## src/design/rv32i_types.sv

```systemverilog
package rv32i_types;

    typedef logic [31:0] rv32i_word;

    // selector states for one chooser row in order from local toward global.
    typedef enum logic [1:0] {
        strong_local,
        weak_local,
        weak_global,
        strong_global
    } chooser_t;

    // two-bit saturating counter whose upper bit is the taken prediction.
    typedef enum logic [1:0] {
        strong_nt,
        weak_nt,
        weak_t,
        strong_t
    } ctr_t;

    function automatic logic ctr_taken(ctr_t c);
        logic [1:0] bits;
        bits = c;
        return bits[1];
    endfunction

    // one step of saturation toward the resolved outcome.
    function automatic ctr_t ctr_next(ctr_t c, logic taken);
        ctr_t n;
        n = c;
        case (c)
            strong_nt: n = taken ? weak_nt : strong_nt;
            weak_nt:   n = taken ? weak_t : strong_nt;
            weak_t:    n = taken ? strong_t : weak_nt;
            strong_t:  n = taken ? strong_t : weak_t;
            default:   n = c;
        endcase
        return n;
    endfunction

endpackage : rv32i_types

```

## src/design/bp_update_if.sv

```systemverilog
`timescale 1ns/1ps

interface bp_update_if;
    import rv32i_types::*;

    logic      update; // single-cycle strobe from execute.
    logic      br_en;  // resolved outcome of the branch at waddr.
    rv32i_word raddr;  // fetch address, looked up every cycle.
    rv32i_word waddr;

    modport host (
        output update,
        output br_en,
        output raddr,
        output waddr
    );

    modport predictor (
        input update,
        input br_en,
        input raddr,
        input waddr
    );

endinterface : bp_update_if

```

## src/design/gbht.sv

```systemverilog
`timescale 1ns/1ps

module gbht #(
    parameter int s_row_idx   = 5,
    parameter int s_pc_offset = 2,
    parameter int ghist_bits  = 5
) (
    input  logic                   clk,
    input  logic                   rst,
    input  logic                   update,
    input  logic                   br_en,
    input  rv32i_types::rv32i_word raddr,
    input  rv32i_types::rv32i_word waddr,
    output logic                   br_take,
    output logic                   mispred
);
    import rv32i_types::*;

    localparam int s_row = 2**s_row_idx;

    ctr_t                  ctr_table [s_row];
    logic [ghist_bits-1:0] ghist;
    logic [s_row_idx-1:0]  r_row;
    logic [s_row_idx-1:0]  w_row;
    ctr_t                  r_ctr;
    ctr_t                  w_ctr;

    // the history is folded into the low end of the address index.
    assign r_row = raddr[s_row_idx+s_pc_offset-1:s_pc_offset] ^ s_row_idx'(ghist);
    assign w_row = waddr[s_row_idx+s_pc_offset-1:s_pc_offset] ^ s_row_idx'(ghist);

    assign r_ctr = ctr_table[r_row];
    assign w_ctr = ctr_table[w_row];

    assign br_take = ctr_taken(r_ctr);
    assign mispred = ctr_taken(w_ctr) != br_en;

    always_ff @(posedge clk) begin
        if (rst) begin
            for (int i = 0; i < s_row; i++) begin
                ctr_table[i] <= weak_nt;
            end
        end else if (update) begin
            ctr_table[w_row] <= ctr_next(w_ctr, br_en);
        end
    end

    // newest outcome enters at bit zero.
    always_ff @(posedge clk) begin
        if (rst) begin
            ghist <= '0;
        end else if (update) begin
            ghist <= {ghist[ghist_bits-2:0], br_en};
        end
    end

endmodule : gbht

```

## src/design/lbht.sv

```systemverilog
`timescale 1ns/1ps

module lbht #(
    parameter int s_pc_offset = 2,
    parameter int lhist_idx   = 4,
    parameter int lhist_bits  = 5
) (
    input  logic                   clk,
    input  logic                   rst,
    input  logic                   update,
    input  logic                   br_en,
    input  rv32i_types::rv32i_word raddr,
    input  rv32i_types::rv32i_word waddr,
    output logic                   br_take,
    output logic                   mispred
);
    import rv32i_types::*;

    localparam int s_hist = 2**lhist_idx;
    localparam int s_ctr  = 2**lhist_bits;

    logic [lhist_bits-1:0] hist_table [s_hist];
    ctr_t                  ctr_table [s_ctr];
    logic [lhist_idx-1:0]  r_idx;
    logic [lhist_idx-1:0]  w_idx;
    logic [lhist_bits-1:0] r_hist;
    logic [lhist_bits-1:0] w_hist;
    ctr_t                  r_ctr;
    ctr_t                  w_ctr;

    assign r_idx = raddr[lhist_idx+s_pc_offset-1:s_pc_offset];
    assign w_idx = waddr[lhist_idx+s_pc_offset-1:s_pc_offset];

    assign r_hist = hist_table[r_idx];
    assign w_hist = hist_table[w_idx];

    // each branch's own pattern picks the counter, not its address.
    assign r_ctr = ctr_table[r_hist];
    assign w_ctr = ctr_table[w_hist];

    assign br_take = ctr_taken(r_ctr);
    assign mispred = ctr_taken(w_ctr) != br_en;

    always_ff @(posedge clk) begin
        if (rst) begin
            for (int i = 0; i < s_hist; i++) begin
                hist_table[i] <= '0;
            end
        end else if (update) begin
            hist_table[w_idx] <= {w_hist[lhist_bits-2:0], br_en};
        end
    end

    always_ff @(posedge clk) begin
        if (rst) begin
            for (int i = 0; i < s_ctr; i++) begin
                ctr_table[i] <= weak_nt;
            end
        end else if (update) begin
            ctr_table[w_hist] <= ctr_next(w_ctr, br_en);
        end
    end

endmodule : lbht

```

## src/design/tournament_p.sv

```systemverilog
`timescale 1ns/1ps

module tournament_p #(
    parameter int s_row_idx   = 5,
    parameter int s_pc_offset = 2,
    parameter int ghist_bits  = 5,
    parameter int lhist_idx   = 4,
    parameter int lhist_bits  = 5
) (
    input  logic                  clk,
    input  logic                  rst,
    bp_update_if.predictor        bus,
    output logic                  br_take,
    output logic                  mispred
);
    import rv32i_types::*;

    localparam int s_row = 2**s_row_idx;

    chooser_t             sel_table [s_row];
    logic [s_row_idx-1:0] r_row;
    logic [s_row_idx-1:0] w_row;
    chooser_t             r_state;
    chooser_t             w_state;
    chooser_t             next_state;
    logic                 g_br_take;
    logic                 l_br_take;
    logic                 g_mispred;
    logic                 l_mispred;

    gbht #(
        .s_row_idx  (s_row_idx),
        .s_pc_offset(s_pc_offset),
        .ghist_bits (ghist_bits)
    ) u_gbht (
        .clk    (clk),
        .rst    (rst),
        .update (bus.update),
        .br_en  (bus.br_en),
        .raddr  (bus.raddr),
        .waddr  (bus.waddr),
        .br_take(g_br_take),
        .mispred(g_mispred)
    );

    lbht #(
        .s_pc_offset(s_pc_offset),
        .lhist_idx  (lhist_idx),
        .lhist_bits (lhist_bits)
    ) u_lbht (
        .clk    (clk),
        .rst    (rst),
        .update (bus.update),
        .br_en  (bus.br_en),
        .raddr  (bus.raddr),
        .waddr  (bus.waddr),
        .br_take(l_br_take),
        .mispred(l_mispred)
    );

    assign r_row = bus.raddr[s_row_idx+s_pc_offset-1:s_pc_offset];
    assign w_row = bus.waddr[s_row_idx+s_pc_offset-1:s_pc_offset];

    assign w_state = sel_table[w_row];
    // a read of the row being trained sees the value it is about to get.
    assign r_state = (bus.update && (r_row == w_row)) ? next_state : sel_table[r_row];

    assign br_take = (r_state inside {strong_local, weak_local}) ? l_br_take : g_br_take;
    assign mispred = (w_state inside {strong_local, weak_local}) ? l_mispred : g_mispred;

    // move one step toward whichever side got it right, only when they disagree.
    always_comb begin
        next_state = w_state;
        if (bus.update && (l_mispred != g_mispred)) begin
            case (w_state)
                strong_local:  next_state = l_mispred ? weak_local : strong_local;
                weak_local:    next_state = l_mispred ? weak_global : strong_local;
                weak_global:   next_state = g_mispred ? weak_local : strong_global;
                strong_global: next_state = g_mispred ? weak_global : strong_global;
                default:       next_state = w_state;
            endcase
        end
    end

    always_ff @(posedge clk) begin
        if (rst) begin
            for (int i = 0; i < s_row; i++) begin
                sel_table[i] <= weak_local;
            end
        end else if (bus.update) begin
            sel_table[w_row] <= next_state;
        end
    end

endmodule : tournament_p

```

## src/design/branch_predictor_top.sv

```systemverilog
`timescale 1ns/1ps

module branch_predictor_top #(
    parameter int s_row_idx   = 5,
    parameter int s_pc_offset = 2,
    parameter int ghist_bits  = 5,
    parameter int lhist_idx   = 4,
    parameter int lhist_bits  = 5
) (
    input  logic                   clk,
    input  logic                   rst,
    input  logic                   update,
    input  logic                   br_en,
    input  rv32i_types::rv32i_word raddr,
    input  rv32i_types::rv32i_word waddr,
    output logic                   br_take,
    output logic                   mispred
);

    bp_update_if bus ();

    // fetch and execute both land on the one bundle.
    assign bus.update = update;
    assign bus.br_en  = br_en;
    assign bus.raddr  = raddr;
    assign bus.waddr  = waddr;

    tournament_p #(
        .s_row_idx  (s_row_idx),
        .s_pc_offset(s_pc_offset),
        .ghist_bits (ghist_bits),
        .lhist_idx  (lhist_idx),
        .lhist_bits (lhist_bits)
    ) u_tournament (
        .clk    (clk),
        .rst    (rst),
        .bus    (bus.predictor),
        .br_take(br_take),
        .mispred(mispred)
    );

endmodule : branch_predictor_top

```

## config.mk

```make
export PLATFORM = sky130hd
export DESIGN_NAME = branch_predictor_top
export DESIGN_NICKNAME = d
export VERILOG_FILES = /design/src/design/rv32i_types.sv /design/src/design/bp_update_if.sv /design/src/design/gbht.sv /design/src/design/lbht.sv /design/src/design/tournament_p.sv /design/src/design/branch_predictor_top.sv
export SDC_FILE = /design/constraint.sdc
export NUM_CORES = 1
export LEC_CHECK = 0
export BUFFER_PORTS_ARGS = -buffer_cell sky130_fd_sc_hd__buf_4
export CAP_MARGIN = 20
export CORE_ASPECT_RATIO = 0.9
export CORE_MARGIN = 5
export CORE_UTILIZATION = 44
export CTS_CLUSTER_SIZE = 30
export DETAILED_ROUTE_END_ITERATION = 8
export GPL_TIMING_DRIVEN = 0
export PLACE_DENSITY_LB_ADDON = 0.12
export SLEW_MARGIN = 20
export SYNTH_ARGS = -nofsm -noshare
export SYNTH_HDL_FRONTEND = slang
export SYNTH_SLANG_ARGS = --single-unit
```

## constraint.sdc

```tcl
create_clock -name clk -period 24.8 [get_ports clk]
set_input_delay 7.44 -clock clk [delete_from_list [all_inputs] [get_ports clk]]
set_output_delay 7.44 -clock clk [all_outputs]
set_load 0.01 [all_outputs]
```

## Yosys cells after proc, flatten, opt, wreduce, memory -nomap -nowiden

Memories as Yosys holds them, arrays and structs flattened.
Cells that the tools add are included.

| operators by class | value |
|---|---|
| equal/unequal tests | 14 |
| muxes and demuxes | 36 |
| bitwise gates (word level) | 2 |
| reductions and logical operators | 12 |

Operators by type and width:

| cell | number |
|---|---|
| 2-bit 2-to-1 mux | 13 |
| 2-bit case mux with 4 select lines | 3 |
| 5-bit 2-to-1 mux | 4 |
| 1-bit 2-to-1 mux | 15 |
| 2-bit == test, second input constant | 6 |
| 5-bit XOR | 2 |
| 2-bit by 1-bit == test with 1-bit output, second input constant | 4 |
| 2-bit zero test | 4 |
| 2-bit OR reduction | 3 |
| 5-bit == test | 1 |
| 5-bit OR reduction | 1 |
| 4-bit 2-to-1 mux | 1 |
| 2-bit nonzero test | 2 |
| 1-bit inequality test | 3 |
| 1-bit logical AND | 2 |

| storage, ports and cells | value |
|---|---|
| bits in registers | 5 |
| RAM bits | 272 |
| input port bits | 68 |
| output and inout port bits | 2 |
| logic and storage cells | 69 |
| memories kept | 4 |

Memories:

| name | depth | width | rd ports | clocked after Yosys merged registers in | write ports | line | source |
|---|---|---|---|---|---|---|---|
| u_tournament.u_lbht.hist_table | 16 | 5 | 2 | 0 | 16 | lbht.sv:22 | `logic [lhist_bits-1:0] hist_table [s_hist];` |
| u_tournament.sel_table | 32 | 2 | 2 | 0 | 32 | tournament_p.sv:20 | `chooser_t sel_table [s_row];` |
| u_tournament.u_gbht.ctr_table | 32 | 2 | 2 | 0 | 32 | gbht.sv:21 | `ctr_t ctr_table [s_row];` |
| u_tournament.u_lbht.ctr_table | 32 | 2 | 2 | 0 | 32 | lbht.sv:23 | `ctr_t ctr_table [s_ctr];` |

## Longest topological paths before layout

Gate-level depths: netlist of run 1.
An unclocked memory read counts as a cell.

| depth | value |
|---|---|
| depth after elaboration | 10 |
| gate-level depth with buffers | 15 |
| depth with buffers taken out | 10 |

## Cells and area by module

A second synthesis of run 1 with hierarchy kept.

| second synthesis, totals | value |
|---|---|
| cells, all modules | 1347 |
| area total of the unflattened synthesis | 15931.5 µm² |

Modules (own cells, without submodules):

| module | times used | cells each | area each (µm²) | sequential area each (µm²) |
|---|---|---|---|---|
| lbht | 1 | 657 | 8167.8 | 4324.1 |
| gbht | 1 | 350 | 3938.8 | 2021.9 |
| tournament_p | 1 | 340 | 3824.9 | 1921.8 |

## Worst setup path before layout of run 1

OpenSTA, ideal clock, no wires.

| timing path | value |
|---|---|
| path type | input -> output |
| start | input waddr[2] |
| end | output br_take |
| arrival | 11.001 ns |
| required time | 17.360 ns |
| slack | 6.359 ns |
| cell stages on the path | 12 |
| cell sequence | buf_6 > buf_8 > buf_6 > xor2_1 > mux4_1 > mux4_2 > mux2i_1 > inv_1 > nor3_1 > mux2i_1 > a41oi_1 > mux2i_1 |

| on the way | value |
|---|---|
| longest elaborated chain between the ends | 10 |

Ends and longest elaborated chain:

| element | line | source |
|---|---|---|
| start: declaration | branch_predictor_top.sv:15 | `input rv32i_types::rv32i_word waddr,` |
| memory read 16 x 5 bit / 5-bit XOR (equally long branches) | - |  |
| memory read 32 x 2 bit (on tied branches) | - |  |
| 1-bit inequality test (on tied branches) | lbht.sv:42, gbht.sv:36 |  |
| 1-bit 2-to-1 mux, or another cell as far along | tournament_p.sv:76 | `strong_local: next_state = l_mispred ? weak_local : strong_local;` |
| 2-bit case mux with 4 select lines / 1-bit logical AND (equally long branches) | tournament_p.sv:75, tournament_p.sv:74 |  |
| 2-bit 2-to-1 mux | tournament_p.sv:74 | `if (bus.update && (l_mispred != g_mispred)) begin` |
| 2-bit 2-to-1 mux (*) | tournament_p.sv:66 | `assign r_state = (bus.update && (r_row == w_row)) ? next_state : sel_table[r_row];` |
| 2-bit by 1-bit == test with 1-bit output / 2-bit zero test (equally long branches) | tournament_p.sv:68 | `assign br_take = (r_state inside {strong_local, weak_local}) ? l_br_take : g_br_take;` |
| 2-bit nonzero test (*) | tournament_p.sv:68 |  |
| 1-bit 2-to-1 mux (*) | tournament_p.sv:68 |  |
| end: declaration | branch_predictor_top.sv:16 | `output logic br_take,` |

Every way passes the cells marked *; elsewhere a longest branch is shown, timed or not.

## Worst setup path in the final report of run 1

| timing path | value |
|---|---|
| start | input waddr[3] |
| end | output br_take |

Same word-level chain as after synthesis.

==> results.tsv, run 1 <==
metric	value	unit
outcome	finished, final reports clean	
rsz0062_at_grt	false	
worst_clock_skew	9.504	ps
final_common_cell	edfxtp_1	
n_fill_cell	3169	
antenna_found_initial	0	
max_cap_violations	0	
postCtsHoldBufs	0	
path_clk_slew	60	ps
drcViolationCount	0	
pin_count	70	
hold_violations	0	
dpl.hpwl	33470	um
dieHeight	187.5	um
grt_pass1_vias	11100	
synth_top_area_share	0.5305	
multi_input_area	0.006648	mm2
yosysWarningCount	0	
initial_utilization	0.4423	
routed_via_density	6.182	
final_area	0.01708	mm2
coreArea	0.03481	mm2
layout_common_cells	edfxtp_1, nor2_1, nand2_1, mux4_2, clkbuf_1	
worstSkewPairLatency	580	ps
max_freq	0.05087	GHz
nets	1368	
ir_worst_vdd	0.00007353	V
setup_tns	0	ps
std_cell_rows	65	
synth_area	0.01540	mm2
critPathLaunchType	input pin	
yosysUniqueCellTypes	56	
dpl_cell_area	0.01609	mm2
grt_max_degree	15	
post_drt_wl_per_cell	26.27	um
end_kind	primary output	
synth-main-ff-cell	edfxtp_1	
routed.top_layer	met4	
finalCritPeriodShare	0.7927	
syn-mean-instance-area	12.22	um2
dp_cells	1737	
critPathMaxFanout	10	
drtIter0Drc	1323	
slew_violations	0	
async_reset_ff_frac	0	
cts_max_level	1	
synth_seq_cells	277	
ctsResizeCount	0	
fin_crit	19660	ps
fin_util	0.4907	
wirelength	47030	um
die_area	0.03884	mm2
synth_edf_count	272	
p_per_area	70.73	mW/mm2
required	17360	ps
instances_no_fill	1790	
dr_wl_met2	21720	um
yosys.area.top_type	edfxtp_1	
drt_pre_antenna_iters	5	
cts_tree	yes	
drive_gt1_frac	0.1809	
synth_area_leaders	edfxtp_1, mux4_2, nor2_1, nand2b_1, nand2_1	
relSlewSlack	0.2387	
ys_seq_area_frac	0.5370	
syn_nets	1328	
setup_viol	0	
port_buffers	7	
cts_root_buf	clkbuf_16	
p_leak	5.367	nW
gp_congestion	0.8848	
track_usage	0.2387	
clock_sinks	277	
worstPathArrival	12220	ps
place_ws	5171	ps
grt-ovfl-total	0	
clock_path_buffers	3	
wl_met1	19780	um
grt_pass1_wl	70560	um
layout_setup_ws	5141	ps
drtAntennaViolNets	0	
diodes	0	
syn_to_final_growth	10.94	%
worstHoldPathType	flop to flop	
cts_buffers	30	
die_w	207.2	um
postCtsSetupRepairBufs	0	
synth_cells	1260	
tightest_slew	1138	ps
crit_type	input pin to primary output	
seq_area	0.008268	mm2
dr_wl_met3	3976	um
via_count	11070	
==> kinds of logic (layout without fill, tap and decap cells) <==
logic type,after synthesis,count (layout),share of synthesized area
AO/OA/AOI/OAI,112,112,0.05501
XOR/XNOR,20,20,0.01138
adder cells (fa/ha/maj),3,3,0.002032
buffers and inverters,122,183,0.03372
flip-flops,277,277,0.5370
multiplexers,139,139,0.1826
AND/OR/NAND/NOR,587,587,0.1783
==> Yosys cell counts, drive strengths merged (5+ instances only) <==
cell and n:
edfxtp 272, nor2 204, nand2 113, mux4 112, clkbuf 80, nand2b 76
nand3 62, nor3 58, or2 38, buf 35, o21ai 20, mux2i 18
o211ai 17, o2111ai 16, xnor2 11, and3 10, mux2 9, xor2 9
a31oi 8, a32oi 8, a211oi 7, inv 7, nor2b 7, or3 7
dfxtp 5, nand4 5, o22ai 5
==> per-stage QoR <==
step           power, mW  hold slack, ps
4_1_cts            1.211           574.2
2_1_floorplan     0.6775           524.7
3_3_place_gp      0.7461           541.6
3_5_place_dp      0.7492           561.2
5_1_grt            1.246           614.9
6_report           1.208           572.5
==> final timing paths <==
check,from,slack (ps),depth (start not counted),endpoint
worst max-delay path,waddr[3],5140,15,br_take
worst max register to register,u_tournament.u_lbht.hist_table[11][0],20060,11,u_tournament.sel_table[22][1]
worst min register to register,u_tournament.u_gbht.ghist[1],570,2,u_tournament.u_gbht.ghist[1]
worst min-delay path,u_tournament.u_gbht.ghist[1],570,2,u_tournament.u_gbht.ghist[1]
==> layer usage <==
layer,vias up,track usage
li1,4831,-
met1,5661,0.3310
met2,486,0.3806
met3,88,0.05417
met4,0,0.06992
met5,-,0
==> where the power goes <==
| group | switching, mW | leakage [nW] | internal [mW] |
|---|---|---|---|
| combinational | 0.140 | 2.38 | 0.0688 |
| clock | 0.188 | 0.479 | 0.278 |
| sequential | 0.00721 | 2.51 | 0.527 |
==> flip-flops by register name, summed over array words and instances, names as in the netlist <==
name	count
u_tournament.u_gbht.ctr_table	64
u_tournament.u_lbht.ctr_table	64
u_tournament.u_gbht.ghist	5
u_tournament.sel_table	64
u_tournament.u_lbht.hist_table	80
==> layout make-up <==
cell class                      instances  share of cell area
Sequential cell                       277              0.4840
Multi-Input combinational cell        861              0.3892
Clock buffer                           39             0.04717
Tap cell                              469             0.03435
Buffer                                115             0.02915
Clock inverter                         14             0.01084
Timing Repair Buffer                    8            0.003736
Inverter                                7            0.001538
==> worst max-delay path, cell delays in order <==
cell      delay (ps)
buf_2            220
buf_2            300
buf_2            460
mux4_2           410
a22o_1           260
a221oi_4         550
buf_4            320
a31oi_1           60
a32oi_1          250
o22ai_1          170
nor4_4           580
mux2_2           420
a41oi_1          300
mux2i_1          300
buf_4            170
(Power assumes the default switching activity.)
==> run 2, diff against run 1 <==
ABC_AREA = 1   (was not set)
clock period = 16.7 ns   (was 24.8 ns; I/O delays follow)
==> run 2 against run 1 <==
Effect of this change:
- critical path depth is 1 lower
- design area is 1.4% higher
- non-clock buffer count is 16 lower
- worst setup slack worse by 2200 ps
- combinational power is 80% higher
- global-route usage is 2.1 points higher
- synthesized cell count is 56% higher
- synthesized area is 2.2% higher
- utilization is 0.13 points higher
- highest routed layer unchanged
==> results.tsv, run 2 <==
metric	value	unit	change
synth-main-ff-cell	edfxtp_1		
required	11690	ps	-5670 ps
ir_worst_vdd	0.00008305	V	+13%
synth_seq_cells	277		unchanged
dieHeight	189.4	um	+1.1%
crit_type	input pin to primary output		
nets	2072		+51%
slew_violations	0		unchanged
die_w	209.4	um	+1.1%
min-delay-start	u_tournament.u_gbht.ghist[3]		
gp_congestion	0.9645		+9.0%
outcome	finished, final reports clean		
hold_end	u_tournament.u_gbht.ghist[4]		
std_cell_rows	65		unchanged
relSlewSlack	0.3087		+0.07002
grt_pass1_vias	13190		+19%
diodes	0		unchanged
synth_most_common_cell	nand2_1		
clock_sinks	277		unchanged
n_fill_cell	3400		+7.3%
routed_via_density	5.617		-9.1%
coreArea	0.03522	mm2	+1.2%
port_buffers	6		-1
cts_tree	yes		
worstPathArrival	8730	ps	-3490 ps
drtIter0Drc	1668		+26%
worst_clock_skew	11.51	ps	+2.002 ps
hold-worst-slack	547.9	ps	-24.59 ps
cts_buffers	31		+3.3%
end_kind	primary output		
setup_tns	0	ps	unchanged
worst_path_max_delay_cell	clkinv_1		
dpl.hpwl	37200	um	+11%
yosys.area.top_type	edfxtp_1		
fin_crit	13740	ps	
syn_nets	2033		+53%
synth_edf_count	272		unchanged
drive_gt1_frac	0.07312		-0.1078
critPathMaxFanout	10		unchanged
yosysWarningCount	0		unchanged
cts_max_level	1		unchanged
synth_area_leaders	edfxtp_1, nand2_1, nor2_1, inv_1, nand3_1		
ys_top_cells_by_count	nand2_1, nor2_1, edfxtp_1		
initial_utilization	0.4470		+0.004663
cts_root_buf	clkbuf_16		
worst-path-buf-inv	5		unchanged
max_flop_register	u_tournament.u_lbht.hist_table		
postCtsHoldBufs	0		unchanged
grt-ovfl-total	0		unchanged
path_depth	14		-1
max_cap_violations	0		unchanged
rsz0062_at_grt	false		
syn-mean-instance-area	8.011	um2	-34%
wl_met1	22030	um	+11%
cp_top_family	buffers and inverters		
post_drt_wl_per_cell	21.18	um	-19%
worstSkewPairLatency	580	ps	about the same
synth_top_area_share	0.5189		-0.01160
final_common_cell	nand2_1		
wirelength	52790	um	+12%
fin_util	0.4921		+0.001333
dr_wl_met3	5015	um	+26%
worst_hold_path.num_cells	2		unchanged
drtAntennaViolNets	0		unchanged
max_freq	0.07280	GHz	
via_count	14000		+27%
multi_input_area	0.006038	mm2	-9.2%
grt_pass1_wl	79050	um	+12%
synth_area	0.01574	mm2	+2.2%
r2r_setup_slack	12950	ps	-7110 ps
layout_common_cells	nand2_1, nor2_1, edfxtp_1, inv_1, nand3_1		
r2r-start	u_tournament.u_lbht.hist_table[15][1]		
layout_setup_ws	2964	ps	-2177 ps
hold_violations	0		unchanged
pin_count	70		unchanged
grt_max_degree	15		unchanged
p_leak	6.485	nW	+21%
largest_register_ffs	80		unchanged
worstHoldPathType	flop to flop		
total_power	1.836	mW	+52%
reg2reg_depth	18		+7
seq_area	0.008268	mm2	unchanged
die_area	0.03966	mm2	+2.1%
setup_viol	0		unchanged
finalCritPeriodShare	0.8225		
ctsResizeCount	0		unchanged
place_ws	3131	ps	-2040 ps
async_reset_ff_frac	0		unchanged
dr_wl_met2	23820	um	+9.7%
routed.top_layer	met4		
drcViolationCount	0		unchanged
clock_path_buffers	3		unchanged
cpPeakStageDelay	730	ps	+150 ps
p_per_area	106.0	mW/mm2	+50%
antenna_found_initial	0		unchanged
cp_cell_sequence	clkbuf_1 -> clkinv_1 -> nand3_1 -> nand2_1 -> inv_1 -> clkbuf_1 -> o21ai_0 -> o221ai_1 -> nand3_1 -> nand3_1 -> and2_0 -> nand2_1 -> nand2_1 -> buf_4		
yosysUniqueCellTypes	47		-16%
synth_cells	1965		+56%
path_clk_slew	60	ps	about the same
track_usage	0.2592		+0.02056
ys_seq_area_frac	0.5252		-0.01174
critPathLaunchType	input pin		
tightest_slew	1033	ps	-105.0 ps
syn_to_final_growth	10.08	%	
postCtsSetupRepairBufs	0		unchanged
reg2reg_to	u_tournament.u_lbht.ctr_table[8][0]		
drt_pre_antenna_iters	5		unchanged
run 2: area by class of cell:
cell class                 instances  area share
clock buffer                      36     0.04585
multi-input combinational       1341      0.3485
timing repair buffer               6    0.002599
buffer                           101     0.02910
sequential                       277      0.4771
inverter                         246     0.05372
clock inverter                    17    0.009243
tap                              469     0.03387
run 2: worst max path at each step:
stage | endpoint | slack (ps) | from
floorplan | br_take | 4650 | raddr[2]
global placement | br_take | 3160 | raddr[5]
detailed placement | br_take | 3130 | raddr[5]
CTS | br_take | 3120 | raddr[5]
global route | br_take | 2960 | raddr[5]
finish | br_take | 2960 | raddr[5]
run 2: stage by stage:
stage	instances	area (um2)
after floorplan	1965	15740
after global placement	2440	16370
after detailed placement	2440	16370
after CTS	2493	17330
after global routing	2493	17330
final	2493	17330
run 2: metal layers:
metal,GRT usage,vias up
li1,-,6522
met2,0.4110,775
met5,0,-
met3,0.04241,119
met4,0.08984,0
met1,0.3633,6588
run 2: cells by family after synthesis:
group	synth area share
AO/OA/AOI/OAI	0.1032
XOR/XNOR	0.007233
buffers and inverters	0.09117
flip-flops	0.5252
AND/OR/NAND/NOR	0.2732
run 2: worst register-to-register path, cell delays in order (launching register included):
cell	delay, ps
edfxtp_1	380
nor2_1	70
a21oi_1	130
nand2_1	60
nand2_1	50
nand2_1	90
nor2_4	350
inv_2	190
nor2_1	820
nand2_1	110
nand3_1	130
a21oi_1	50
o22ai_1	200
nor2_1	100
nand2_1	100
nand2_1	50
nand2_1	240
buf_2	300
nand2_1	90
run 2: power breakdown:
| group | internal [mW] | total [mW] | switching, mW |
|---|---|---|---|
| Combinational | 0.0953 | 0.376 | 0.280 |
| Sequential | 0.784 | 0.797 | 0.0126 |
| Clock | 0.382 | 0.664 | 0.282 |
